**src/hdl/stream_defs.svh**
```systemverilog
// ##############################
// stream definitions
// widths and depth for the capture path
// ##############################

`ifndef STREAM_DEFS_SVH
`define STREAM_DEFS_SVH

// one input sample
`define SAMPLE_W 16

// two samples packed side by side
`define WORD_W 32

// 512 lines of block RAM
`define FIFO_AW 9

// space and occupied diagnostics
`define CNT_W 16

`endif

```
**src/hdl/stream_pkg.sv**
```systemverilog
// ##############################
// stream types
// beats, result record and FIFO read states
// ##############################

`include "stream_defs.svh"

package stream_pkg;

   typedef logic [`SAMPLE_W-1:0] sample_t;
   typedef logic [`WORD_W-1:0]   word_t;
   typedef logic [`CNT_W-1:0]    fifo_cnt_t;

   // one sample on the input stream
   typedef struct packed {
      logic    frame_end;
      sample_t data;
   } sample_beat_t;

   // one packed word, as stored in the FIFO
   typedef struct packed {
      logic  frame_end;
      word_t data;
   } word_beat_t;

   // per-frame totals
   typedef struct packed {
      fifo_cnt_t count;
      word_t     sum;
   } frame_result_t;

   typedef enum logic [1:0] {
      ST_EMPTY,
      PRE_READ,
      READING
   } read_state_t;

endpackage

```
**src/hdl/sample_packer.sv**
```systemverilog
// ##############################
// sample packer
// two samples into one word per beat
// ##############################

`timescale 1ns/10ps

`include "stream_defs.svh"

module sample_packer
   import stream_pkg::*;
(
   input  logic         clk,
   input  logic         reset,
   input  logic         i_clear,
   input  sample_beat_t i_sample,
   input  logic         i_sample_valid,
   output logic         o_sample_ready,
   output word_beat_t   o_word,
   output logic         o_word_valid,
   input  logic         i_word_ready
);

   sample_t half_data;
   logic    half_valid;
   logic    take;
   logic    word_done;

   // accept only when the output register is free or draining
   assign o_sample_ready = ~o_word_valid | i_word_ready;
   assign take           = i_sample_valid & o_sample_ready;

   // second of a pair, or a frame ending on the first
   assign word_done = take & (half_valid | i_sample.frame_end);

   always_ff @(posedge clk)
   begin
      if (reset || i_clear)
      begin
         half_valid <= 1'b0;
      end
      else if (take)
      begin
         // pairing restarts after every emitted word
         half_valid <= ~half_valid & ~i_sample.frame_end;
      end
   end

   always_ff @(posedge clk)
   begin
      if (take && !half_valid)
      begin
         half_data <= i_sample.data;
      end
   end

   always_ff @(posedge clk)
   begin
      if (word_done)
      begin
         o_word.frame_end <= i_sample.frame_end;
         if (half_valid)
         begin
            o_word.data <= {i_sample.data, half_data};
         end
         else
         begin
            // lone sample with the upper half zero
            o_word.data <= {{`SAMPLE_W{1'b0}}, i_sample.data};
         end
      end
   end

   always_ff @(posedge clk)
   begin
      if (reset || i_clear)
      begin
         o_word_valid <= 1'b0;
      end
      else if (word_done)
      begin
         o_word_valid <= 1'b1;
      end
      else if (i_word_ready)
      begin
         o_word_valid <= 1'b0;
      end
   end

   a_word_stable: assert property (@(posedge clk) disable iff (reset || i_clear)
      o_word_valid && !i_word_ready |=> o_word_valid && $stable(o_word));

endmodule

```
**config.mk**
```make
export PLATFORM = sky130hd
export DESIGN_NAME = sample_packer
export DESIGN_NICKNAME = d
export VERILOG_FILES = /design/src/hdl/stream_pkg.sv /design/src/hdl/sample_packer.sv
export VERILOG_INCLUDE_DIRS = /design/src /design/src/hdl
export SDC_FILE = /design/constraint.sdc
export NUM_CORES = 1
export LEC_CHECK = 0
export BUFFER_PORTS_ARGS = -buffer_cell sky130_fd_sc_hd__buf_2
export CAP_MARGIN = 25
export CORE_UTILIZATION = 42
export DETAILED_ROUTE_END_ITERATION = 7
export GPL_TIMING_DRIVEN = 1
export PLACE_DENSITY = 0.74
export SLEW_MARGIN = 0
export SYNTH_ARGS = -nofsm -noshare
export SYNTH_HDL_FRONTEND = slang
export SYNTH_SLANG_ARGS = --single-unit
```
**constraint.sdc**
```tcl
create_clock -name clk -period 2.8 [get_ports clk]
set_input_delay 0.42 -clock clk [delete_from_list [all_inputs] [get_ports clk]]
set_output_delay 0.42 -clock clk [all_outputs]
set_load 0.1 [all_outputs]
```
==> results.md, run 1 <==
- Status: finished clean
- Synth warn: 0
- Max-Cap Viols: 0
- Total Wirelength: 3040 um
- FP Rows: 24
- Clk slew on worst S/H paths: 0.09 ns
- Setup bufs post-CTS: 0
- Pins over their slew limit: 0
- Synth area leader: edfxtp_1
- Top-count cell post-synth: edfxtp_1
- Starting density of the core: 44.2%
- Yosys reg bits: 51
- Buffers & Inverters on Critical Path: 0
- Post-synth top area share: between 70 and 80%
- DR iter-0 viols: 51
- Layout cell share with drive strength beyond 1: between 50% and 60%
- Setup TNS: 0 ns
- Clk_lat worst skew: 0.30 ns
- Syn-to-layout area delta: 22.5%
- Combinational cell fraction of total power: 15.2%
- CTS Hold Bufs: 0
- Drt drc: 0
- H-tree depth: 2
- NetSw: about 430 uW
- Most used flip-flop cell after synthesis: edfxtp_1
- HP Start: i_sample[15]
- Setup violators final: 0
- Crit Path Category: reg2reg
- DR WL/cell: 14.3 um
- Design Area, Final: 2380 sq um
- Num ports: 57
- CP top delay family: simple AND/OR/NAND/NOR gates
- Final ANT Viol Nets: 0
- Vias in the first global route: approximately 1000
- GRT Resource Usage Total: between 10% and 20%
- Crit end category: flip-flop
- DR vias/cell: 4.74
- Fmax: between 500 and 600 MHz
- Initial antenna violation count: 0
- Final #Nets: 182
- Synthesized instance count: 98
- Power per cell area: 684 nW/um^2
- Total grt overflow: 0
- Register area share after synthesis: roughly 80%
- Number of distinct library cells after synthesis: 15
- Switching Share: 26.7%
- Placed cell area: 2270 sq um
- Worst Skew: between 0.003 and 0.004 ns
- Final Hold Fails: 0
- Num CTS Buffers: 5
- Relative slew margins: between 40 and 50%
- Synth area leaders: edfxtp_1 76%, mux2_4 7.7%, and2_1 5.2%
- DP Wirelength: approximately 2200 um
- PostCTS Resize Cnt: 0
- Largest net degree at the start of global routing: 34
- Worst r2r src: half_valid
- Critical path required time: 2.74 ns
- Post-synth ARST share: 0%
- Critical path origin: half_valid
- Cell-internal power: 1.19 mW
- Cell Chain, Critical Path: nor2_4 > nor2_4
- Cell mode on critical path: nor2_4
- CTS tree: built
- Slew @ Worst Pin: 0.896 ns
- Commonest cells in the netlist: 49 x edfxtp_1, 16 x and2_1, 10 x mux2_4
- Net Count, Synth: 120
- DR pass1 iterations: 3
- Core box area: 4380 sq um
- Leakage power: about 0.96 nW
- Buffers on Ports: 56
- Root buffer cell: clkbuf_8
- Min cycle time layout: 1.77 ns
- DIE AREA: 4890 sq um
- Critical Path AT: 1.70 ns
- Worst vdd ir: ~0.35 mV
- Number of synthesized flops with an enable pin: 49
- Tot Pwr: 1.62 mW
- Clock share of power: 30.1%
- Die Span Y: about 70 um
- Vias: 1004
- RSZ-0062 raised after global routing: false
- Worst Setup Start Kind: flip-flop
- Max clock buf depth: 2
- Chip Width: 70.0 um
- First-pass GRT wire length: between 5000 and 6000 um
- Synth Area per Inst: 19.8 sq um
- Tcrit/Tclk final: between 60% and 70%
- Post-Syn Area: 1940 sq um
- Worst hold path type: in2reg
- Seq pwr share: a little over half
- Crit-path max cell delay: 0.69 ns
- Routability cong.: 0.739
- Crit-path slowest cell: nor2_4
- # clock sinks: 51
- Worst Path Max Fanout: 33
- Number of diodes: 0
-- worst paths after layout --
check	to	slack, ns	cells past startpoint
worst max-delay path	o_word[19]	1.03	2
worst max register to register	o_word[19]	1.03	2
worst min register to register	o_word_valid	0.52	2
worst min-delay path	half_data[15]	0.31	1
-- power by group through the flow --
stage               Clock, mW  Sequential (mW)  Combinational, mW
floorplan                   0             1.05             0.0540
global placement            0            0.906              0.246
detailed placement          0            0.907              0.250
CTS                     0.507            0.890              0.250
global route            0.531            0.893              0.259
finish                  0.489            0.889              0.247
-- cells in the final DEF, fill, tap and decap left out --
cell type and count:
buf_2 56, edfxtp_1 49, and2_1 16, mux2_4 10
mux2_2 6, clkbuf_8 5, nand2_1 3, buf_4 3
nor2_4 2, nor2_1 2, dfxtp_1 2, nand2b_2 1
mux2i_1 1, o21ai_1 1, a21boi_0 1, bufinv_16 1
clkinvlp_4 1
-- sequential cells by signal, summed over array words and instances (netlist names) --
name / count
o_word_valid: 1
half_valid: 1
half_data: 16
o_word: 33
-- routing by layer --
| layer | share of wire (%) | global-route usage (%) | vias to the layer above |
|---|---|---|---|
| li1 | - | - | 481 |
| met3 | 8.1 | 4.76 | 8 |
| met2 | 45 | 20.7 | 43 |
| met1 | 44 | 17.8 | 472 |
| met4 | 2.9 | 10.9 | 0 |
| met5 | 0 | 0 | - |
-- through the flow --
stage | cells | utilization (%) | hold slack (ns) | worst slack (ns)
2_1_floorplan | 98 | - | 0.519 | 0.190
3_3_place_gp | 205 | 51.8 | 0.493 | 0.976
3_5_place_dp | 205 | 51.8 | 0.517 | 0.899
4_1_cts | 212 | 54.2 | 0.300 | 0.976
5_1_grt | 212 | 54.2 | 0.304 | 0.860
6_report | 212 | 54.2 | 0.311 | 1.03
-- kinds of logic after synthesis --
group	synth area share, %
AND/OR/NAND/NOR	7.23
flip-flops	77.9
AO/OA/AOI/OAI	0.645
multiplexers	11.7
buffers and inverters	2.45
-- final cells by class --
| class | count | area, sq um |
|---|---|---|
| fillers | 368 | 2010 |
| multi-input cells | 43 | 390 |
| well taps | 52 | 65.1 |
| clock inverters | 2 | 37.5 |
| repair buffers | 59 | 303 |
| clock buffers | 5 | 68.8 |
| flip-flops and latches | 51 | 1510 |
No activity file was read; power rests on OpenSTA's default activity.
==> inputs of run 2 (changes only) <==
--- a/config.mk
+++ b/config.mk
@@ -6,12 +6,13 @@
 export SDC_FILE = /design/constraint.sdc
 export NUM_CORES = 1
 export LEC_CHECK = 0
+export ABC_AREA = 1
 export BUFFER_PORTS_ARGS = -buffer_cell sky130_fd_sc_hd__buf_2
 export CAP_MARGIN = 25
 export CORE_UTILIZATION = 42
 export DETAILED_ROUTE_END_ITERATION = 7
 export GPL_TIMING_DRIVEN = 1
-export PLACE_DENSITY = 0.74
+export PLACE_DENSITY = 0.77
 export SLEW_MARGIN = 0
 export SYNTH_ARGS = -nofsm -noshare
 export SYNTH_HDL_FRONTEND = slang
==> constraint.sdc (replaced) <==
create_clock -name clk -period 1.55 [get_ports clk]
set_input_delay 0.2325 -clock clk [delete_from_list [all_inputs] [get_ports clk]]
set_output_delay 0.2325 -clock clk [all_outputs]
set_load 0.1 [all_outputs]
==> run 2 against run 1 <==
Against the previous run: via count grew 16%; largest power group unchanged; critical path type unchanged; global-route usage rose by 0.34 points; combinational power increased by 110%; sequential power up 82%; synthesized cell count up 56%; clock power rose by 53%.
==> results.md, run 2 <==
- Vias: 1160 (+16%)
- Die Span Y: 70.3 um (+0.44%)
- Worst hold path type: in2reg
- HP Start: i_sample[16]
- Post-Place Cells: 260 (+27%)
- Status: finished clean
- Min cycle time layout: 1.45 ns (-0.319 ns)
- Net Count, Synth: 175 (+46%)
- GRT Resource Usage Total: 14.7% (+0.34 points)
- Number of synthesized flops with an enable pin: 49 (unchanged)
- Relative slew margins: 67.5% (+27 points)
- Number of diodes: 0 (unchanged)
- Power per cell area: 1200 nW/um^2 (+75%)
- Clk slew on worst S/H paths: 0.08 ns (about the same)
- Pins over their slew limit: 0 (unchanged)
- Tcrit/Tclk final: 93.4% (+30 points)
- Post-synth top area share: 75.2% (-0.68 points)
- Max clock buf depth: 2 (unchanged)
- Number of distinct library cells after synthesis: 13 (-2)
- CTS tree: built
- Buffers & Inverters on Critical Path: 3 (+3)
- Hold WS: 0.117 ns (-0.194 ns)
- Finished Core Util: 54.5% (+0.34 points)
- H-tree depth: 2 (unchanged)
- Routability cong.: 0.661 (-11%)
- RSZ-0062 raised after global routing: false
- Syn-to-layout area delta: 23.0%
- Clk_lat worst skew: 0.31 ns (about the same)
- Initial antenna violation count: 0 (unchanged)
- Commonest cells in the netlist: 66 x nand2_1, 49 x edfxtp_1, 21 x inv_1
- Worst hold stages: 1 (unchanged)
- Synth area leaders: edfxtp_1 75%, nand2_1 13%, inv_1 4.0%
- Setup TNS: 0 ns (unchanged)
- Root buffer cell: clkbuf_8
- DR iter-0 viols: 122 (+140%)
- Crit end category: flip-flop
- DR pass1 iterations: 4 (+1)
- Buffers on Ports: 56 (unchanged)
- Critical path required time: 1.55 ns (-1.19 ns)
- Reg with most FFs: o_word
- Synth Area per Inst: 12.8 sq um (-35%)
- DR WL/cell: 11.6 um (-19%)
- Total Wirelength: 3120 um (+2.7%)
- Final #Nets: 237 (+30%)
- Post-synth ARST share: 0% (unchanged)
- Slew @ Worst Pin: 0.490 ns (-0.406 ns)
- R2R cell count: 5 (+3)
- Final std cells w/o fill: 268 (+26%)
- Yosys reg bits: 51 (unchanged)
- Final ANT Viol Nets: 0 (unchanged)
- Hold endpoint: o_word[32]
- Setup bufs post-CTS: 0 (unchanged)
- Register area share after synthesis: 77.2% (-0.70 points)
- Core box area: 4410 sq um (+0.68%)
- Synthesized instance count: 153 (+56%)
- Most common cell after layout, fill and taps aside: nand2_1
- # clock sinks: 51 (unchanged)
- DIE AREA: 4940 sq um (+0.89%)
- FP Rows: 24 (unchanged)
- Synth area leader: edfxtp_1
- Worst Path Max Fanout: 19 (-42%)
- Crit-path max cell delay: 0.53 ns (-0.16 ns)
- Most used flip-flop cell after synthesis: edfxtp_1
- Cell Chain, Critical Path: inv_8 > nand2_4 > nand3_4 > clkinvlp_4 > buf_4
- Vias in the first global route: 1108 (+10%)
- Largest net degree at the start of global routing: 20 (-41%)
- Total grt overflow: 0 (unchanged)
- Most frequent cells in the layout: 65 x nand2_1, 56 x buf_2, 49 x edfxtp_1, 20 x inv_1, 5 x clkbuf_8
- Worst vdd ir: 0.632 mV (+79%)
- First-pass GRT wire length: 5360 um (+4.7%)
- Final Hold Fails: 0 (unchanged)
- FILL cells: 395 (+7.3%)
- Tot Pwr: 2.88 mW (+78%)
- Num ports: 57 (unchanged)
- Top-count cell post-synth: nand2_1
- Drt drc: 0 (unchanged)
- DP Wirelength: 2180 um (-0.94%)
- CTS Hold Bufs: 0 (unchanged)
- Layout cell share with drive strength beyond 1: 35.2% (-18 points)
- Number of flip-flops in the largest register: 33 (unchanged)
- CP top delay family: flip-flops
- PostCTS Resize Cnt: 0 (unchanged)
- Fmax: 691 MHz (+22%)
- Starting density of the core: 44.3% (+0.096 points)
- Worst Skew: 0.0127 ns (+0.00946 ns)
- Max-Cap Viols: 0 (unchanged)
- Crit-path slowest cell: dfxtp_1
- Worst Setup Start Kind: flip-flop
- Critical Path AT: 1.44 ns (-0.26 ns)
- Critical path origin: half_valid
- Setup violators final: 0 (unchanged)
- Num CTS Buffers: 5 (unchanged)
- Synth warn: 0 (unchanged)
- Largest registers: o_word: 33 flops, half_data: 16 flops
- R2r setup slk: 0.10 ns (-0.93 ns)
- DR vias/cell: 4.33 (-8.6%)
- Reg-to-Reg End: o_word[30]
- Crit Path Category: reg2reg
- Leakage power: 1.14 nW (+19%)
- Worst r2r src: half_valid
- Chip Width: 70.3 um (+0.44%)
- Post-Syn Area: 1960 sq um (+0.90%)
==> run 2: cell count changes in the layout (fill, tap and decap cells not counted), moves of 2 or more <==
| cell | change |
|---|---|
| and2_1 | -16 |
| a21oi_1 | +2 |
| inv_1 | +20 |
| mux2_4 | -10 |
| nand2_1 | +62 |
| mux2_2 | -6 |
==> run 2: stage by stage <==
stage                     worst slack (ns)  area (sq um)
final                                0.102          2410
after global routing                0.0123          2410
after CTS                           0.0854          2410
after detailed placement            0.0928          2320
after global placement               0.174          2320
after floorplan                     -0.180          2000
==> run 2: cell type report <==
| type | instances | area [sq um] | area share, % |
|---|---|---|---|
| well taps | 52 | 65.1 | 2.70 |
| multi-input cells | 75 | 334 | 13.9 |
| clock buffers | 5 | 68.8 | 2.86 |
| clock inverters | 3 | 20.0 | 0.832 |
| repair buffers | 60 | 310 | 12.9 |
| inverters | 22 | 93.8 | 3.90 |
| flip-flops and latches | 51 | 1520 | 62.9 |
==> run 2: worst max path at each step <==
stage	to	cells past startpoint
after floorplan	o_word[0]	3
after detailed placement	o_word[3]	5
after global routing	o_word[32]	5
after CTS	o_word[30]	5
after global placement	o_word[19]	5
final	o_word[30]	5
==> run 2: per-layer routing <==
metal / up-vias / global-route usage, % / routed length, um / part of all wire, %
li1: 613 / - / - / -
met1: 503 / 18.8 / 1430 / 46
met2: 37 / 21.9 / 1420 / 45
met3: 7 / 5.92 / 222 / 7.1
met4: 0 / 6.67 / 53 / 1.7
met5: - / 0 / 0 / 0
==> run 2: logic make-up after synthesis <==
family,after synthesis,synth area share (%)
and+or+nand+nor,73,15.0
DFF,51,77.2
buffers and inverters,27,7.29
AOI/OAI and AO/OA,2,0.512
==> run 2: worst reg2reg max path: cells and delay by family, from the launching register on <==
family                 cells  cell delay [ns]
buffers and inverters      3             0.43
flip-flops                 1             0.53
AND/OR/NAND/NOR            2             0.17
==> run 2: power by group <==
group / leakage, nW / switching [mW] / total (mW) / internal (mW)
Combinational: 0.609 / 0.439 / 0.520 / 0.0818
Sequential: 0.490 / 0.0208 / 1.62 / 1.60
Clock: 0.0418 / 0.432 / 0.747 / 0.315
==> inputs of run 3 (changes only) <==
--- a/config.mk
+++ b/config.mk
@@ -6,12 +6,12 @@
 export SDC_FILE = /design/constraint.sdc
 export NUM_CORES = 1
 export LEC_CHECK = 0
-export ABC_AREA = 1
 export BUFFER_PORTS_ARGS = -buffer_cell sky130_fd_sc_hd__buf_2
 export CAP_MARGIN = 25
 export CORE_UTILIZATION = 42
+export CTS_CLUSTER_SIZE = 28
 export DETAILED_ROUTE_END_ITERATION = 7
-export GPL_TIMING_DRIVEN = 1
+export GPL_TIMING_DRIVEN = 0
 export PLACE_DENSITY = 0.77
 export SLEW_MARGIN = 0
 export SYNTH_ARGS = -nofsm -noshare
==> run 3 against run 2 <==
Against the previous run: total power down 4.7%; clock power shrank 9.6%; combinational power is 9.0% lower; sequential cell count unchanged; clock-buffer cell count is 1 higher; global-route usage shrank 0.16 points; wire length rose by 5.5%; sequential power about the same; worst hold slack improved by 0.021 ns; highest routed layer unchanged.
==> results.md, run 3 (same netlist as run 1, synthesis figures left out) <==
- Critical Path AT: 1.39 ns (-0.05 ns)
- Buffers & Inverters on Critical Path: 2 (-1)
- Worst hold stages: 1 (unchanged)
- Largest registers: o_word: 33 flops, half_data: 16 flops
- Vias in the first global route: 1069 (-3.5%)
- Vias: 1038 (-11%)
- Power per cell area: 1140 nW/um^2 (-5.3%)
- Worst hold path type: in2reg
- Die Span Y: 70.0 um (-0.44%)
- Total grt overflow: 0 (unchanged)
- Max clock buf depth: 2 (unchanged)
- Initial antenna violation count: 0 (unchanged)
- Hold endpoint: half_data[3]
- R2R cell count: 4 (-1)
- Clk_lat worst skew: 0.29 ns (-0.02 ns)
- DR WL/cell: 15.4 um (+32%)
- NetSw: 758 uW (-15%)
- Worst vdd ir: 0.440 mV (-30%)
- DR pass1 iterations: 4 (unchanged)
- Num ports: 57 (unchanged)
- Worst Setup Start Kind: flip-flop
- Worst r2r src: half_valid
- Switching Share: 27.6% (-3.3 points)
- Status: finished clean
- Fmax: 685 MHz (-0.80%)
- Footprint of the multi-input gates: 422 sq um (+26%)
- Crit end category: flip-flop
- GRT Resource Usage Total: 14.5% (-0.16 points)
- DR vias/cell: 4.85 (+12%)
- Final WS setup: 0.0904 ns (-0.0116 ns)
- FILL cells: 360 (-8.9%)
- Final Hold Fails: 0 (unchanged)
- Tcrit/Tclk final: 94.2% (+0.75 points)
- Reg with most FFs: o_word
- Seq pwr share: 58.3% (+2.2 points)
- DIE AREA: 4890 sq um (-0.88%)
- Number of flip-flops in the largest register: 33 (unchanged)
- Slew @ Worst Pin: 0.490 ns (+0.0000737 ns)
- Combinational cell fraction of total power: 17.2% (-0.8 points)
- Critical path required time: 1.48 ns (-0.07 ns)
- Syn-to-layout area delta: 24.9%
- First-pass GRT wire length: 5350 um (-0.26%)
- # clock sinks: 51 (unchanged)
- Critical path depth: 4 (-1)
- Layout cell share with drive strength beyond 1: 54.9% (+20 points)
- Placed cell area: 2310 sq um (-0.22%)
- Tot Pwr: 2.75 mW (-4.7%)
- Clock share of power: 24.5% (-1.4 points)
- Crit Path Category: reg2reg
- DR iter-0 viols: 79 (-35%)
- RSZ-0062 raised after global routing: false
- Worst Skew: 0.00479 ns (-0.00792 ns)
- Max-Cap Viols: 0 (unchanged)
- Cell Chain, Critical Path: buf_6 > buf_6 > nor2_4 > nor2_4
- Crit-path max cell delay: 0.39 ns (-0.14 ns)
- Routability cong.: 0.661 (about the same)
- CP top delay family: simple AND/OR/NAND/NOR gates
- Most frequent cells in the layout: 57 x buf_2, 49 x edfxtp_1, 16 x and2_1, 10 x mux2_4, 6 x mux2_2
- Final #Nets: 185 (-22%)
- H-tree depth: 2 (unchanged)
- FP Rows: 24 (unchanged)
- R2r setup slk: 0.09 ns (about the same)
- Setup violators final: 0 (unchanged)
- Final ANT Viol Nets: 0 (unchanged)
- Core box area: 4380 sq um (-0.68%)
- FF/Latch Area: 1520 sq um (unchanged)
- Buffers on Ports: 56 (unchanged)
- Most common cell after layout, fill and taps aside: buf_2
- Relative slew margins: 67.2% (-0.31 points)
- HP Start: i_sample[3]
- Number of diodes: 0 (unchanged)
- Clk slew on worst S/H paths: 0.08 ns (about the same)
- Num CTS Buffers: 5 (unchanged)
- Design Area, Final: 2420 sq um (+0.62%)
- Largest net degree at the start of global routing: 18 (-10%)
- CTS tree: built
- Pins over their slew limit: 0 (unchanged)
- Total Wirelength: 3290 um (+5.5%)
- Worst Path Max Fanout: 16 (-3)
- Drt drc: 0 (unchanged)
- Root buffer cell: clkbuf_8
- Starting density of the core: 44.2% (-0.096 points)
- Cell-internal power: 1.99 mW (-0.11%)
- Crit-path slowest cell: nor2_4
- Leakage power: 0.973 nW (-15%)
- Reg-to-Reg End: o_word[14]
- Min cycle time layout: 1.46 ns (+0.0116 ns)
- Setup WS pre-CTS: -0.270 ns (-0.363 ns)
- Chip Width: 70.0 um (-0.44%)
==> run 3: cell types whose count changed in the layout (fill, tap and decap cells not counted), sizes merged, moves of 16 or more <==
| cell | delta |
|---|---|
| mux2 | +16 |
| inv | -21 |
| nand2 | -65 |
| and2 | +16 |
==> run 3: area by class of cell <==
type	instances	area share (%)
buffer	4	1.96
multi-input combinational	44	17.4
timing repair buffer	57	12.4
clock buffer	6	3.00
tap	52	2.69
sequential	51	62.6
==> run 3: per-stage QoR <==
stage / cells / utilization, % / TNS (ns) / hold slack (ns)
5_1_grt: 214 / 55.3 / 0 / 0.124
3_5_place_dp: 206 / 52.8 / -12.27 / 0.438
2_1_floorplan: 98 / - / -9.82 / 0.331
6_report: 214 / 55.3 / 0 / 0.138
4_1_cts: 213 / 54.8 / 0 / 0.131
3_3_place_gp: 206 / 52.8 / -8.44 / 0.435
==> run 3: worst max path at each step <==
stage,startpoint,endpoint
floorplan,o_word_valid,o_word[0]
global placement,half_valid,o_word[26]
CTS,half_valid,o_word[22]
global route,half_valid,o_word[12]
finish,half_valid,o_word[14]
detailed placement,half_valid,o_word[10]
==> run 3: worst register-to-register path: cells and delay by family (launching register included) <==
| family | cells | cell delay [ns] |
|---|---|---|
| flip-flops | 1 | 0.34 |
| AND/OR/NAND/NOR | 2 | 0.46 |
| buffers and inverters | 2 | 0.31 |
==> run 3: layer usage <==
metal	GRT usage, %	vias to the layer above	routed length [um]
met4	5.33	0	38
met2	23.7	39	1680
li1	-	492	-
met5	0	-	0
met1	18.1	503	1390
met3	4.76	4	187
==> run 3: what timing repair did <==
| item | in CTS | in global routing |
|---|---|---|
| pin swaps | 1 | 1 |
| cloned | 1 | 0 |
| hold buffers | 0 | 0 |
| buffers inserted | 0 | 1 |
| setup endpoints to repair | 49 | 17 |
| resized for setup | 2 | 0 |
==> run 3: power groups by stage <==
| stage | Clock, mW | Combinational (mW) | Sequential (mW) |
|---|---|---|---|
| after floorplan | 0 | 0.100 | 1.90 |
| after global placement | 0 | 0.453 | 1.63 |
| after detailed placement | 0 | 0.462 | 1.64 |
| after CTS | 0.695 | 0.470 | 1.60 |
| after global routing | 0.755 | 0.491 | 1.61 |
| final | 0.675 | 0.473 | 1.60 |
