### src/hdl/stream_defs.svh
// ##############################
// stream definitions
// widths and depth for the capture path
// ##############################

`ifndef STREAM_DEFS_SVH
`define STREAM_DEFS_SVH

// one input sample
`define SAMPLE_W 16

// two samples packed side by side
`define WORD_W 32

// 512 lines of block RAM
`define FIFO_AW 9

// space and occupied diagnostics
`define CNT_W 16

`endif

### src/hdl/stream_pkg.sv
// ##############################
// stream types
// beats, result record and FIFO read states
// ##############################

`include "stream_defs.svh"

package stream_pkg;

   typedef logic [`SAMPLE_W-1:0] sample_t;
   typedef logic [`WORD_W-1:0]   word_t;
   typedef logic [`CNT_W-1:0]    fifo_cnt_t;

   // one sample on the input stream
   typedef struct packed {
      logic    frame_end;
      sample_t data;
   } sample_beat_t;

   // one packed word, as stored in the FIFO
   typedef struct packed {
      logic  frame_end;
      word_t data;
   } word_beat_t;

   // per-frame totals
   typedef struct packed {
      fifo_cnt_t count;
      word_t     sum;
   } frame_result_t;

   typedef enum logic [1:0] {
      ST_EMPTY,
      PRE_READ,
      READING
   } read_state_t;

endpackage

### src/hdl/frame_checksum.sv
// ##############################
// frame checksum
// word count and sum per frame
// ##############################

`timescale 1ns/10ps

module frame_checksum
   import stream_pkg::*;
(
   input  logic          clk,
   input  logic          reset,
   input  logic          i_clear,
   input  word_beat_t    i_word,
   input  logic          i_word_valid,
   output logic          o_word_ready,
   output frame_result_t o_result,
   output logic          o_result_valid,
   input  logic          i_result_ready
);

   fifo_cnt_t count;
   word_t     sum;
   fifo_cnt_t count_next;
   word_t     sum_next;
   logic      take;
   logic      frame_done;

   // stall the input while a result waits
   assign o_word_ready = ~o_result_valid | i_result_ready;
   assign take         = i_word_valid & o_word_ready;
   assign frame_done   = take & i_word.frame_end;

   // totals including the word on the input; sum wraps mod 2^32
   assign count_next = count + 1'b1;
   assign sum_next   = sum + i_word.data;

   always_ff @(posedge clk)
   begin
      if (reset || i_clear)
      begin
         count <= '0;
         sum   <= '0;
      end
      else if (frame_done)
      begin
         count <= '0;
         sum   <= '0;
      end
      else if (take)
      begin
         count <= count_next;
         sum   <= sum_next;
      end
   end

   // result record
   always_ff @(posedge clk)
   begin
      if (frame_done)
      begin
         o_result.count <= count_next;
         o_result.sum   <= sum_next;
      end
   end

   always_ff @(posedge clk)
   begin
      if (reset || i_clear)
      begin
         o_result_valid <= 1'b0;
      end
      else if (frame_done)
      begin
         o_result_valid <= 1'b1;
      end
      else if (i_result_ready)
      begin
         o_result_valid <= 1'b0;
      end
   end

   // a frame always holds at least one word
   a_count_nonzero: assert property (@(posedge clk) disable iff (reset || i_clear)
      o_result_valid |-> o_result.count != '0);

endmodule

### config.mk
export PLATFORM = sky130hd
export DESIGN_NAME = frame_checksum
export DESIGN_NICKNAME = d
export VERILOG_FILES = /design/src/hdl/stream_pkg.sv /design/src/hdl/frame_checksum.sv
export VERILOG_INCLUDE_DIRS = /design/src /design/src/hdl
export SDC_FILE = /design/constraint.sdc
export NUM_CORES = 1
export LEC_CHECK = 0
export BUFFER_PORTS_ARGS = -buffer_cell sky130_fd_sc_hd__buf_2
export CELL_PAD_IN_SITES_DETAIL_PLACEMENT = 0
export CELL_PAD_IN_SITES_GLOBAL_PLACEMENT = 1
export CORE_MARGIN = 4
export CORE_UTILIZATION = 43
export DETAILED_ROUTE_END_ITERATION = 10
export PLACE_DENSITY = 0.8
export SLEW_MARGIN = 20
export SYNTH_ARGS = -nofsm -noshare
export SYNTH_HDL_FRONTEND = slang
export SYNTH_SLANG_ARGS = --single-unit
export TNS_END_PERCENT = 30
### constraint.sdc
create_clock -name clk -period 3.6 [get_ports clk]
set_clock_uncertainty 0.05 [all_clocks]
set_input_delay 0.18 -clock clk [delete_from_list [all_inputs] [get_ports clk]]
set_output_delay 0.18 -clock clk [all_outputs]
set_load 0.005 [all_outputs]
==> results of run 1 <==
==> Yosys cell counts (2+ instances only) <==
cell       n
a211oi_1   2
a21o_1    16
a21oi_1   56
a21oi_2    2
a32o_1     2
and2_1     3
and3_1    11
and4_1     3
buf_1      4
buf_2      4
clkbuf_1  15
dfxtp_1   49
edfxtp_1  48
ha_1      32
inv_1     12
mux2i_1    2
nand2_1   80
nand2b_1   4
nand3_1   16
nand4_1    9
nor2_1    38
nor3_1     8
o211ai_1   3
o21ai_0   16
o21ai_1    3
o21bai_1   3
xnor2_1   23
xor2_1    34
==> state kept, by name, summed over array words and instances (netlist names) <==
signal          cells
o_result           48
sum                32
count              16
o_result_valid      1
==> cells in the final DEF (no fill, tap or decap), types with 3 or more instances in the layout <==
cell type,instances
buf_2,87
nand2_1,80
a21oi_1,56
dfxtp_1,49
edfxtp_1,48
nor2_1,38
xor2_1,34
ha_1,32
xnor2_1,23
a21o_1,16
o21ai_0,16
nand3_1,16
inv_1,11
and3_1,11
nand4_1,9
clkbuf_16,9
nor3_1,8
buf_4,5
nand2b_1,4
and4_1,3
o21ai_1,3
and2_1,3
o211ai_1,3
o21bai_1,3
==> stage by stage <==
stage / hold WS (ns) / cell area, sq um / setup WS [ns]
finish: 0.0986 / 5950 / 0.543
global route: 0.0972 / 5950 / 0.330
CTS: 0.0843 / 5950 / 0.535
detailed placement: 0.402 / 5670 / 0.550
global placement: 0.394 / 5670 / 0.610
floorplan: 0.358 / 5120 / 0.765
==> layer usage <==
layer / part of all wire / up-vias
met1: 0.47 / 1864
met4: 0.020 / 0
met3: 0.052 / 17
met5: 0 / -
li1: - / 2016
met2: 0.46 / 97
==> kinds of logic (layout without fill, tap and decap cells) <==
family                     count (synthesis)  after routing  synth area share
buffers and inverters                     36            120            0.0288
DFF                                       97             97             0.473
adders and majority gates                 33             33            0.0821
muxes                                      2              2           0.00391
and+or+nand+nor                          178            178             0.157
AOI/OAI and AO/OA                        120            120             0.154
xor gates and xnor gates                  58             58             0.101
==> power by group <==
group | internal, mW | switching, mW | leakage (nW)
Sequential | 1.21 | 0.0146 | 0.861
Combinational | 0.126 | 0.203 | 1.64
Clock | 0.479 | 0.439 | 0.132
==> path summary, 6_finish.rpt <==
kind	cells after the start	slack, ns	start	end
max	10	0.54	sum[15]$_SDFFE_PP0P_	o_result[31]$_DFFE_PP_
min reg2reg	2	0.41	sum[22]$_SDFFE_PP0P_	sum[22]$_SDFFE_PP0P_
max reg2reg	10	0.54	sum[15]$_SDFFE_PP0P_	o_result[31]$_DFFE_PP_
min	2	0.1	i_word[0]	o_result[0]$_DFFE_PP_
==> area by class of cell <==
class,instances,area (sq um),share of cell area
clock inverters,6,50.0,0.00841
clock buffers,10,229,0.0385
flip-flops and latches,97,2420,0.407
repair buffers,92,473,0.0795
well taps,143,179,0.0301
multi-input cells,391,2550,0.428
inverters,12,46.3,0.00778
==> critical path, delay by kind of cell (launching register included) <==
| kind | cells | cell delay [ns] |
|---|---|---|
| AO/OA/AOI/OAI | 5 | 1.17 |
| adder cells (fa/ha/maj) | 1 | 0.41 |
| XOR/XNOR | 1 | 0.12 |
| flip-flops | 1 | 0.32 |
| AND/OR/NAND/NOR | 3 | 0.75 |
==> summary.md, run 1 <==
| Metric | Value |
|---|---|
| Outcome | finished clean |
| Static power due to leakage | 2.63 nW |
| Max incr delay on CP | 0.46 ns |
| Power density relative to cell area | 415 nW/um^2 |
| Root Driver | clkbuf_16 |
| Count of flip-flops with a built-in enable after synthesis | 48 |
| Min cycle time layout | 3.06 ns |
| Worst-margin pin slew | 0.970 ns |
| # hold bufs at CTS | 0 |
| Row cnt | 39 |
| Unrepaired setup endpoints after global routing | no |
| Worst vdd ir | 0.204 mV |
| Antenna Diode Count | 0 |
| Final RePlAce weighted congestion | 0.854 |
| Most frequent cell on the critical path | and4_1 |
| Setup TNS after final layout | 0 ns |
| Post-layout nets | 674 |
| Post-Syn Area | 5120 sq um |
| Dominant cell type by area after synthesis | edfxtp_1 |
| DR DRC count | 0 |
| Crit path kind | reg2reg |
| Area grow syn2layout | 16.2% |
| Overall die area | 13700 sq um |
| # fillers | 1077 |
| PostCTS Resize Cnt | 0 |
| Pin count of the biggest net entering global routing | 49 |
| Half-perimeter wire length of the detailed placement result | 8250 um |
| Buffers from clock root to sink, at most | 2 |
| Total of warnings raised by yosys | 0 |
| Remaining number of nets flagged by the antenna check after routing | 0 |
| Starting Density | 0.444 |
| Vias after detailed routing | 3994 |
| Setup crit end kind | flip-flop |
| Die H | 117 um |
| Post-Synthesis Net Count | 595 |
| Master of the slowest instance on the critical path | a311oi_2 |
| Proportion of netlist area held by the largest area contributor | 0.282 |
| Kind of path behind the tightest hold check | in2reg |
| Met2 global-route usage | 0.283 |
| CTS tree | done |
| Main flop type after synthesis | dfxtp_1 |
| Final hold violation count | 0 |
| Utilization after layout | 0.517 |
| Number of H-tree levels | 3 |
| Global Route met3 Usage | 0.0380 |
| Required time of the critical path | 3.66 ns |
| Sequential-to-total area share from yosys stat | 0.473 |
| Maximum achievable frequency | 327 MHz |
| Top area cells in the synthesized netlist | edfxtp_1 28%, dfxtp_1 19%, ha_1 7.8%, nand2_1 5.9%, xor2_1 5.8% |
| Total placed cells including tap cells | 735 |
| Initial DRT Pass Iterations | 4 |
| Vias in the first global route | 3892 |
| Total setup buffers inserted after CTS | 0 |
| Overall die width | 117 um |
| Final setup viols | 0 |
| Clock latency on the worst-skew pair | 0.35 ns |
| Share of the cycle needed by the critical path after routing | 0.849 |
| Sort of element at the start of the critical path | flip-flop |
| Number of buffers created by CTS | 9 |
| GR Layer Usage met1 | 0.234 |
| Number of pins exceeding their max-slew limit in the final report | 0 |
| Detail-routed via count per cell | 5.32 |
| Max capacitance violation total | 0 |
| Layout cells sized above 1 | 0.192 |
| Relative slew slack | 0.352 |
| Initial antenna violation count | 0 |
| Count of buffers inserted at the top-level ports | 87 |
| Num ports | 88 |
| Busiest grt layer | met2 |
| Cell count after synthesis | 524 |
| Core box area | 11500 sq um |
| Unique masters post-synth | 54 |
| Clk sinks | 97 |
| Average wire per standard cell | 15.4 um |
| Total overflow reported by the global router | 0 |
| Aggregate routed wire length | 11600 um |
| Count of non-filler cells in the finished layout | 751 |
| Per-instance average area after synthesis | 9.77 sq um |
| Number of DRC violations after detailed-routing iteration 0 | 188 |
| Clock transition time at the flip-flop clock pins of the worst setup and hold paths | 0.07 ns |
| Worst Path Arrival | 3.12 ns |
| Fraction of synthesis flops using an asynchronous set or reset pin | 0 |
| Total power of the final layout | 2.47 mW |
| Global-route wire length before repair | 18800 um |
| Worst-path fanout max | 8 |
| Combined global-route utilization of all metal layers | 0.177 |
| Cell breakdown of the critical path | ha_1, and4_1, and4_1, o2111ai_2, a311oi_2, a2111oi_4, o211ai_1, a211oi_1, or2_1, xnor2_1 |
| Synthesis-stage register bit count | 97 |
Note: power is estimated with default switching activity, not from simulation.
==> run 2, diff against run 1 <==
--- a/config.mk
+++ b/config.mk
@@ -6,13 +6,14 @@
 export SDC_FILE = /design/constraint.sdc
 export NUM_CORES = 1
 export LEC_CHECK = 0
+export ABC_AREA = 1
 export BUFFER_PORTS_ARGS = -buffer_cell sky130_fd_sc_hd__buf_2
 export CELL_PAD_IN_SITES_DETAIL_PLACEMENT = 0
 export CELL_PAD_IN_SITES_GLOBAL_PLACEMENT = 1
 export CORE_MARGIN = 4
-export CORE_UTILIZATION = 43
+export CORE_UTILIZATION = 37
 export DETAILED_ROUTE_END_ITERATION = 10
-export PLACE_DENSITY = 0.8
+export PLACE_DENSITY = 0.77
 export SLEW_MARGIN = 20
 export SYNTH_ARGS = -nofsm -noshare
 export SYNTH_HDL_FRONTEND = slang
==> constraint.sdc (replaced) <==
create_clock -name clk -period 2.7 [get_ports clk]
set_clock_uncertainty 0.05 [all_clocks]
set_input_delay 0.135 -clock clk [delete_from_list [all_inputs] [get_ports clk]]
set_output_delay 0.135 -clock clk [all_outputs]
set_load 0.005 [all_outputs]
==> run 2 against run 1 <==
  * Clock power grew 51%
  * Hold slack got worse by 0.082 ns
  * Global-route usage fell by 0.61 points
  * Combinational power rose by 75%
  * Worst setup slack lost 0.062 ns
  * Highest routed layer unchanged
==> summary.md, run 2 <==
| Metric | Value |
|---|---|
| Vias in the first global route | 5030 |
| Largest register by flop count | o_result |
| Total of warnings raised by yosys | 0 |
| Number of H-tree levels | 3 |
| Portion of total power attributed to sequential cells | 0.456 |
| CP delay by family, top | adder cells |
| PostCTS Resize Cnt | 0 |
| Setup crit end kind | flip-flop |
| Post-Syn Area | 6110 sq um |
| Final hold violation count | 0 |
| Min cycle time layout | 2.22 ns |
| Kind of path behind the tightest hold check | in2reg |
| Clock transition time at the flip-flop clock pins of the worst setup and hold paths | 0.08 ns |
| Cell breakdown of the critical path | ha_1, fa_1, nand3_1, nand3_1, nand3_1, nand3_1, xnor2_1, inv_1, o21ai_0, inv_1 |
| Pin count of the biggest net entering global routing | 49 |
| Count of buffers inserted at the top-level ports | 87 |
| Dominant cell type by area after synthesis | edfxtp_1 |
| Count of flip-flops with a built-in enable after synthesis | 48 |
| Fraction of synthesis flops using an asynchronous set or reset pin | 0 |
| Final worst-path setup slack | 0.481 ns |
| Root Driver | clkbuf_16 |
| Total buffers and inverters traversed by the critical path | 2 |
| Crit path kind | reg2reg |
| Worst-margin pin slew | 0.606 ns |
| DR DRC count | 0 |
| Sw Share | 0.288 |
| Half-perimeter wire length of the detailed placement result | 11700 um |
| Final setup viols | 0 |
| Max capacitance violation total | 0 |
| Proportion of netlist area held by the largest area contributor | 0.236 |
| Utilization after layout | 0.445 |
| Most frequent cells in the layout | 269 x nand2_1, 177 x inv_1, 100 x nor2_1 |
| Post-place instance area | 6800 sq um |
| Core box area | 16000 sq um |
| Starting Density | 0.382 |
| Total setup buffers inserted after CTS | 0 |
| Remaining number of nets flagged by the antenna check after routing | 0 |
| Global-route wire length before repair | 24800 um |
| Vias after detailed routing | 5314 |
| Count of non-filler cells in the finished layout | 1189 |
| Most common library cell in the layout ignoring fill and taps | nand2_1 |
| Average wire per standard cell | 12.8 um |
| Unique masters post-synth | 33 |
| Post-layout nets | 1039 |
| Layout cells sized above 1 | 0.138 |
| Sw Pwr | 1.04 mW |
| Share of the cycle needed by the critical path after routing | 0.822 |
| # hold bufs at CTS | 0 |
| Commonest cells in the synthesized netlist | 269 x nand2_1, 177 x inv_1, 101 x nor2_1 |
| Antenna Diode Count | 0 |
| Power density relative to cell area | 508 nW/um^2 |
| Area grow syn2layout | 16.7% |
| Aggregate routed wire length | 15200 um |
| Number of buffers created by CTS | 9 |
| Main flop type after synthesis | dfxtp_1 |
| Worst vdd ir | 0.284 mV |
| Number of flip-flops in the largest register | 48 |
| Die H | 136 um |
| Relative slew slack | 0.596 |
| Initial DRT Pass Iterations | 4 |
| Required time of the critical path | 2.90 ns |
| Max incr delay on CP | 0.46 ns |
| Worst slack on hold paths | 0.0167 ns |
| Worst-path fanout max | 4 |
| Clock latency on the worst-skew pair | 0.36 ns |
| Cell count after synthesis | 880 |
| Number of pins exceeding their max-slew limit in the final report | 0 |
| Overall die area | 18600 sq um |
| Num ports | 88 |
| Combined global-route utilization of all metal layers | 0.171 |
| Clk sinks | 97 |
| Cell with the most instances after synthesis | nand2_1 |
| Sequential-to-total area share from yosys stat | 0.397 |
| Unrepaired setup endpoints after global routing | no |
| Total power of the final layout | 3.62 mW |
| Detail-routed via count per cell | 4.47 |
| Maximum achievable frequency | 451 MHz |
| Buffers from clock root to sink, at most | 2 |
| Largest registers | o_result (48), sum (32), count (16) |
| Total overflow reported by the global router | 0 |
| Top area cells in the synthesized netlist | edfxtp_1 24%, nand2_1 17%, dfxtp_1 16%, inv_1 11%, ha_1 6.6% |
| Final RePlAce weighted congestion | 0.845 |
| Total placed cells including tap cells | 1173 |
| Initial antenna violation count | 0 |
| Per-instance average area after synthesis | 6.94 sq um |
| Design Area, Final | 7120 sq um |
| Most frequent cell on the critical path | nand3_1 |
| Synthesis-stage register bit count | 97 |
| Row cnt | 46 |
| Static power due to leakage | 3.94 nW |
| Setup TNS after final layout | 0 ns |
| Worst Path Arrival | 2.42 ns |
| Number of DRC violations after detailed-routing iteration 0 | 304 |
| Total internal power | 2.58 mW |
| Post-Place Setup Slack | 0.511 ns |
| CTS tree | done |
| Sort of element at the start of the critical path | flip-flop |
| Overall die width | 136 um |
| Master of the slowest instance on the critical path | fa_1 |
| Outcome | finished clean |
| Clock network fraction of total power | 0.384 |
| Combinational power share | 0.159 |
| Post-Synthesis Net Count | 951 |
## run 2: worst reg2reg max path, cell delays in order (launching register included)
cell     delay (ns)
dfxtp_1        0.32
ha_1           0.23
fa_1           0.46
nand3_1        0.12
nand3_1        0.15
nand3_1        0.11
nand3_1        0.20
xnor2_1        0.22
inv_1          0.07
o21ai_0        0.15
inv_1          0.06
## run 2: area by class of cell
class                      count  area (sq um)
timing repair buffer          92           485
inverter                     180           676
clock buffer                   9           225
sequential                    97          2420
clock inverter                 7          96.3
tap                          216           270
fill                        1722          8880
multi-input combinational    588          2950
## run 2: power by group through the flow
stage                     sequential, mW  clock [mW]  combinational [mW]
after global placement              1.69           0               0.583
final                               1.65        1.39               0.577
after global routing                1.66        1.50               0.663
after CTS                           1.65        1.43               0.585
after floorplan                     1.69           0               0.389
after detailed placement            1.69           0               0.583
## run 2: path summary, 6_finish.rpt
path,from,endpoint,slack (ns),cells past startpoint
setup reg to reg,sum[0]$_SDFFE_PP0P_,sum[12]$_SDFFE_PP0P_,0.48,10
hold reg to reg,sum[2]$_SDFFE_PP0P_,sum[2]$_SDFFE_PP0P_,0.43,2
hold / removal,reset,o_result_valid$_SDFFE_PP0P_,0.02,4
setup / recovery,sum[0]$_SDFFE_PP0P_,sum[12]$_SDFFE_PP0P_,0.48,10
## run 2: cell families (layout without fill, tap and decap cells)
group	after synthesis	in the layout	share of synthesized area
and+or+nand+nor	456	456	0.308
adders and majority gates	33	33	0.0689
xor gates and xnor gates	25	25	0.0383
buffers and inverters	195	288	0.123
DFF	97	97	0.397
AOI/OAI and AO/OA	74	74	0.0654
## run 2: layer usage
metal	track usage	wire length (um)	vias to the layer above
li1	-	-	2886
met1	0.227	7450	2316
met2	0.285	6940	92
met3	0.0244	535	20
met4	0.0588	269	0
met5	0	0	-
==> run 3, diff against run 2 <==
--- a/config.mk
+++ b/config.mk
@@ -11,9 +11,9 @@
 export CELL_PAD_IN_SITES_DETAIL_PLACEMENT = 0
 export CELL_PAD_IN_SITES_GLOBAL_PLACEMENT = 1
 export CORE_MARGIN = 4
-export CORE_UTILIZATION = 37
+export CORE_UTILIZATION = 41
 export DETAILED_ROUTE_END_ITERATION = 10
-export PLACE_DENSITY = 0.77
+export PLACE_DENSITY = 0.81
 export SLEW_MARGIN = 20
 export SYNTH_ARGS = -nofsm -noshare
 export SYNTH_HDL_FRONTEND = slang
==> constraint.sdc (replaced) <==
create_clock -name clk -period 2.05 [get_ports clk]
set_clock_uncertainty 0.05 [all_clocks]
set_input_delay 0.1025 -clock clk [delete_from_list [all_inputs] [get_ports clk]]
set_output_delay 0.1025 -clock clk [all_outputs]
set_load 0.005 [all_outputs]
==> run 3 against run 2 <==
  * Cell count shrank 2.0%
  * Critical path depth did not move
  * Combinational power up 37%
  * Largest cell class unchanged
  * Highest routed layer unchanged
==> summary.md, run 3 (synthesis results as in run 2) <==
| Metric | Value |
|---|---|
| Outcome | finished clean |
| Total placed cells including tap cells | 1146 |
| Die H | 130 um |
| Largest register by flop count | o_result |
| Average wire per standard cell | 13.2 um |
| Number of H-tree levels | 3 |
| Most frequent cell on the critical path | nand2_1 |
| Cell depth of the worst min-delay path | 2 |
| Half-perimeter wire length of the detailed placement result | 11900 um |
| Logic depth of the worst setup path including buffers | 10 |
| Final hold violation count | 0 |
| CP delay by family, top | simple AND/OR/NAND/NOR gates |
| Buffers from clock root to sink, at most | 2 |
| Count of non-filler cells in the finished layout | 1165 |
| Total setup buffers inserted after CTS | 0 |
| Number of DRC violations after detailed-routing iteration 0 | 306 |
| Static power due to leakage | 4.00 nW |
| Clk sinks | 97 |
| Row cnt | 44 |
| Min cycle time layout | 1.94 ns |
| Worst slack on hold paths | 0.0573 ns |
| Cell breakdown of the critical path | ha_2, fa_2, nand2_1, nand3_1, nand2_1, nand2_2, nand2_1, nand2_1, nand2_1, nand2_1 |
| Unrepaired setup endpoints after global routing | yes |
| # fillers | 1534 |
| Remaining number of nets flagged by the antenna check after routing | 0 |
| Largest registers | o_result (48), sum (32), count (16) |
| CTS tree | done |
| Crit path kind | reg2reg |
| Detail-routed via count per cell | 4.55 |
| Post-Place Setup Slack | -0.0597 ns |
| Worst-case reg-to-reg path depth | 10 |
| Kind of path behind the tightest hold check | in2reg |
| Master of the slowest instance on the critical path | fa_2 |
| Maximum achievable frequency | 516 MHz |
| Area grow syn2layout | 18.9% |
| Num ports | 88 |
| Relative slew slack | 0.733 |
| Pin count of the biggest net entering global routing | 43 |
| Vias after detailed routing | 5302 |
| Most frequent cells in the layout | 262 x nand2_1, 177 x inv_1, 97 x nor2_1 |
| Worst-path fanout max | 4 |
| Final worst-path setup slack | 0.110 ns |
| Final RePlAce weighted congestion | 0.858 |
| Overall die area | 16900 sq um |
| Starting Density | 0.420 |
| Initial DRT Pass Iterations | 4 |
| Required time of the critical path | 2.11 ns |
| Aggregate routed wire length | 15400 um |
| Max capacitance violation total | 0 |
| Worst-margin pin slew | 0.401 ns |
| Total overflow reported by the global router | 0 |
| Total power of the final layout | 4.80 mW |
| Clock transition time at the flip-flop clock pins of the worst setup and hold paths | 0.07 ns |
| Share of the cycle needed by the critical path after routing | 0.946 |
| Combined global-route utilization of all metal layers | 0.185 |
| Worst vdd ir | 0.353 mV |
| Core box area | 14500 sq um |
| Clock latency on the worst-skew pair | 0.35 ns |
| Setup crit end kind | flip-flop |
| Initial antenna violation count | 0 |
| Post-layout nets | 1046 |
| Count of buffers inserted at the top-level ports | 87 |
| Root Driver | clkbuf_16 |
| Power density relative to cell area | 661 nW/um^2 |
| Final setup viols | 0 |
| Most common library cell in the layout ignoring fill and taps | nand2_1 |
| Total buffers and inverters traversed by the critical path | 0 |
| DR DRC count | 0 |
| Layout cells sized above 1 | 0.169 |
| Vias in the first global route | 5066 |
| Sort of element at the start of the critical path | flip-flop |
| Worst Path Arrival | 2.00 ns |
| Max incr delay on CP | 0.43 ns |
| Global-route wire length before repair | 24500 um |
| Number of pins exceeding their max-slew limit in the final report | 0 |
| Overall die width | 130 um |
| Number of flip-flops in the largest register | 48 |
| Utilization after layout | 0.500 |
| Number of buffers created by CTS | 9 |
## run 3: changes by cell type in the layout (fill, tap and decap cells not counted), moves of 3 or more
cell	delta
nand2_1	-7
nand2_2	+7
nand3_1	-7
ha_1	-6
buf_4	+5
ha_2	+5
nand3_2	+5
nor2_1	-3
nor2_2	+3
## run 3: what timing repair did
item                                    CTS  global route
pin swaps                                 0             4
hold buffers                              2             0
endpoints found under the setup margin    5            26
endpoints found under the hold margin     1             0
gates resized for setup                   2            27
## run 3: cell type report
cell class | count | area (sq um) | share of cell area
inverter | 180 | 676 | 0.0931
timing repair buffer | 99 | 543 | 0.0748
sequential | 97 | 2420 | 0.334
tap | 184 | 230 | 0.0317
clock inverter | 5 | 67.6 | 0.00931
clock buffer | 11 | 253 | 0.0348
antenna | 1 | 2.50 | 0.000345
multi-input combinational | 588 | 3070 | 0.422
## run 3: per-layer routing
metal  global-route usage  up-vias  part of all wire
met4               0.0636        0             0.014
li1                     -     2898                 -
met2                0.320       79              0.48
met5                    0        -                 0
met1                0.240     2311              0.47
met3               0.0229       14             0.036
## run 3: power by group
group / internal (mW) / switching, mW
sequential: 2.14 / 0.0376
combinational: 0.286 / 0.502
clock: 1.03 / 0.798
total: 3.46 / 1.34
## run 3: worst reg2reg max path, stage by stage, from the launching register on
cell	delay, ns
dfxtp_1	0.32
ha_2	0.19
fa_2	0.43
nand2_1	0.09
nand3_1	0.12
nand2_1	0.11
nand2_2	0.12
nand2_1	0.11
nand2_1	0.05
nand2_1	0.07
nand2_1	0.05
## run 3: metrics by stage
| step | instance area [sq um] | setup TNS [ns] |
|---|---|---|
| 2_1_floorplan | 6120 | 0 |
| 3_3_place_gp | 6800 | 0 |
| 3_5_place_dp | 6800 | -0.141 |
| 4_1_cts | 7150 | 0 |
| 5_1_grt | 7260 | -0.0349 |
| 6_report | 7260 | 0 |
## run 3: path summary, 6_finish.rpt
check                      start                endpoint  slack (ns)
max reg2reg  sum[0]$_SDFFE_PP0P_  o_result[30]$_DFFE_PP_        0.11
min                    i_word[0]   o_result[0]$_DFFE_PP_        0.06
max          sum[0]$_SDFFE_PP0P_  o_result[30]$_DFFE_PP_        0.11
min reg2reg  sum[0]$_SDFFE_PP0P_     sum[0]$_SDFFE_PP0P_        0.43
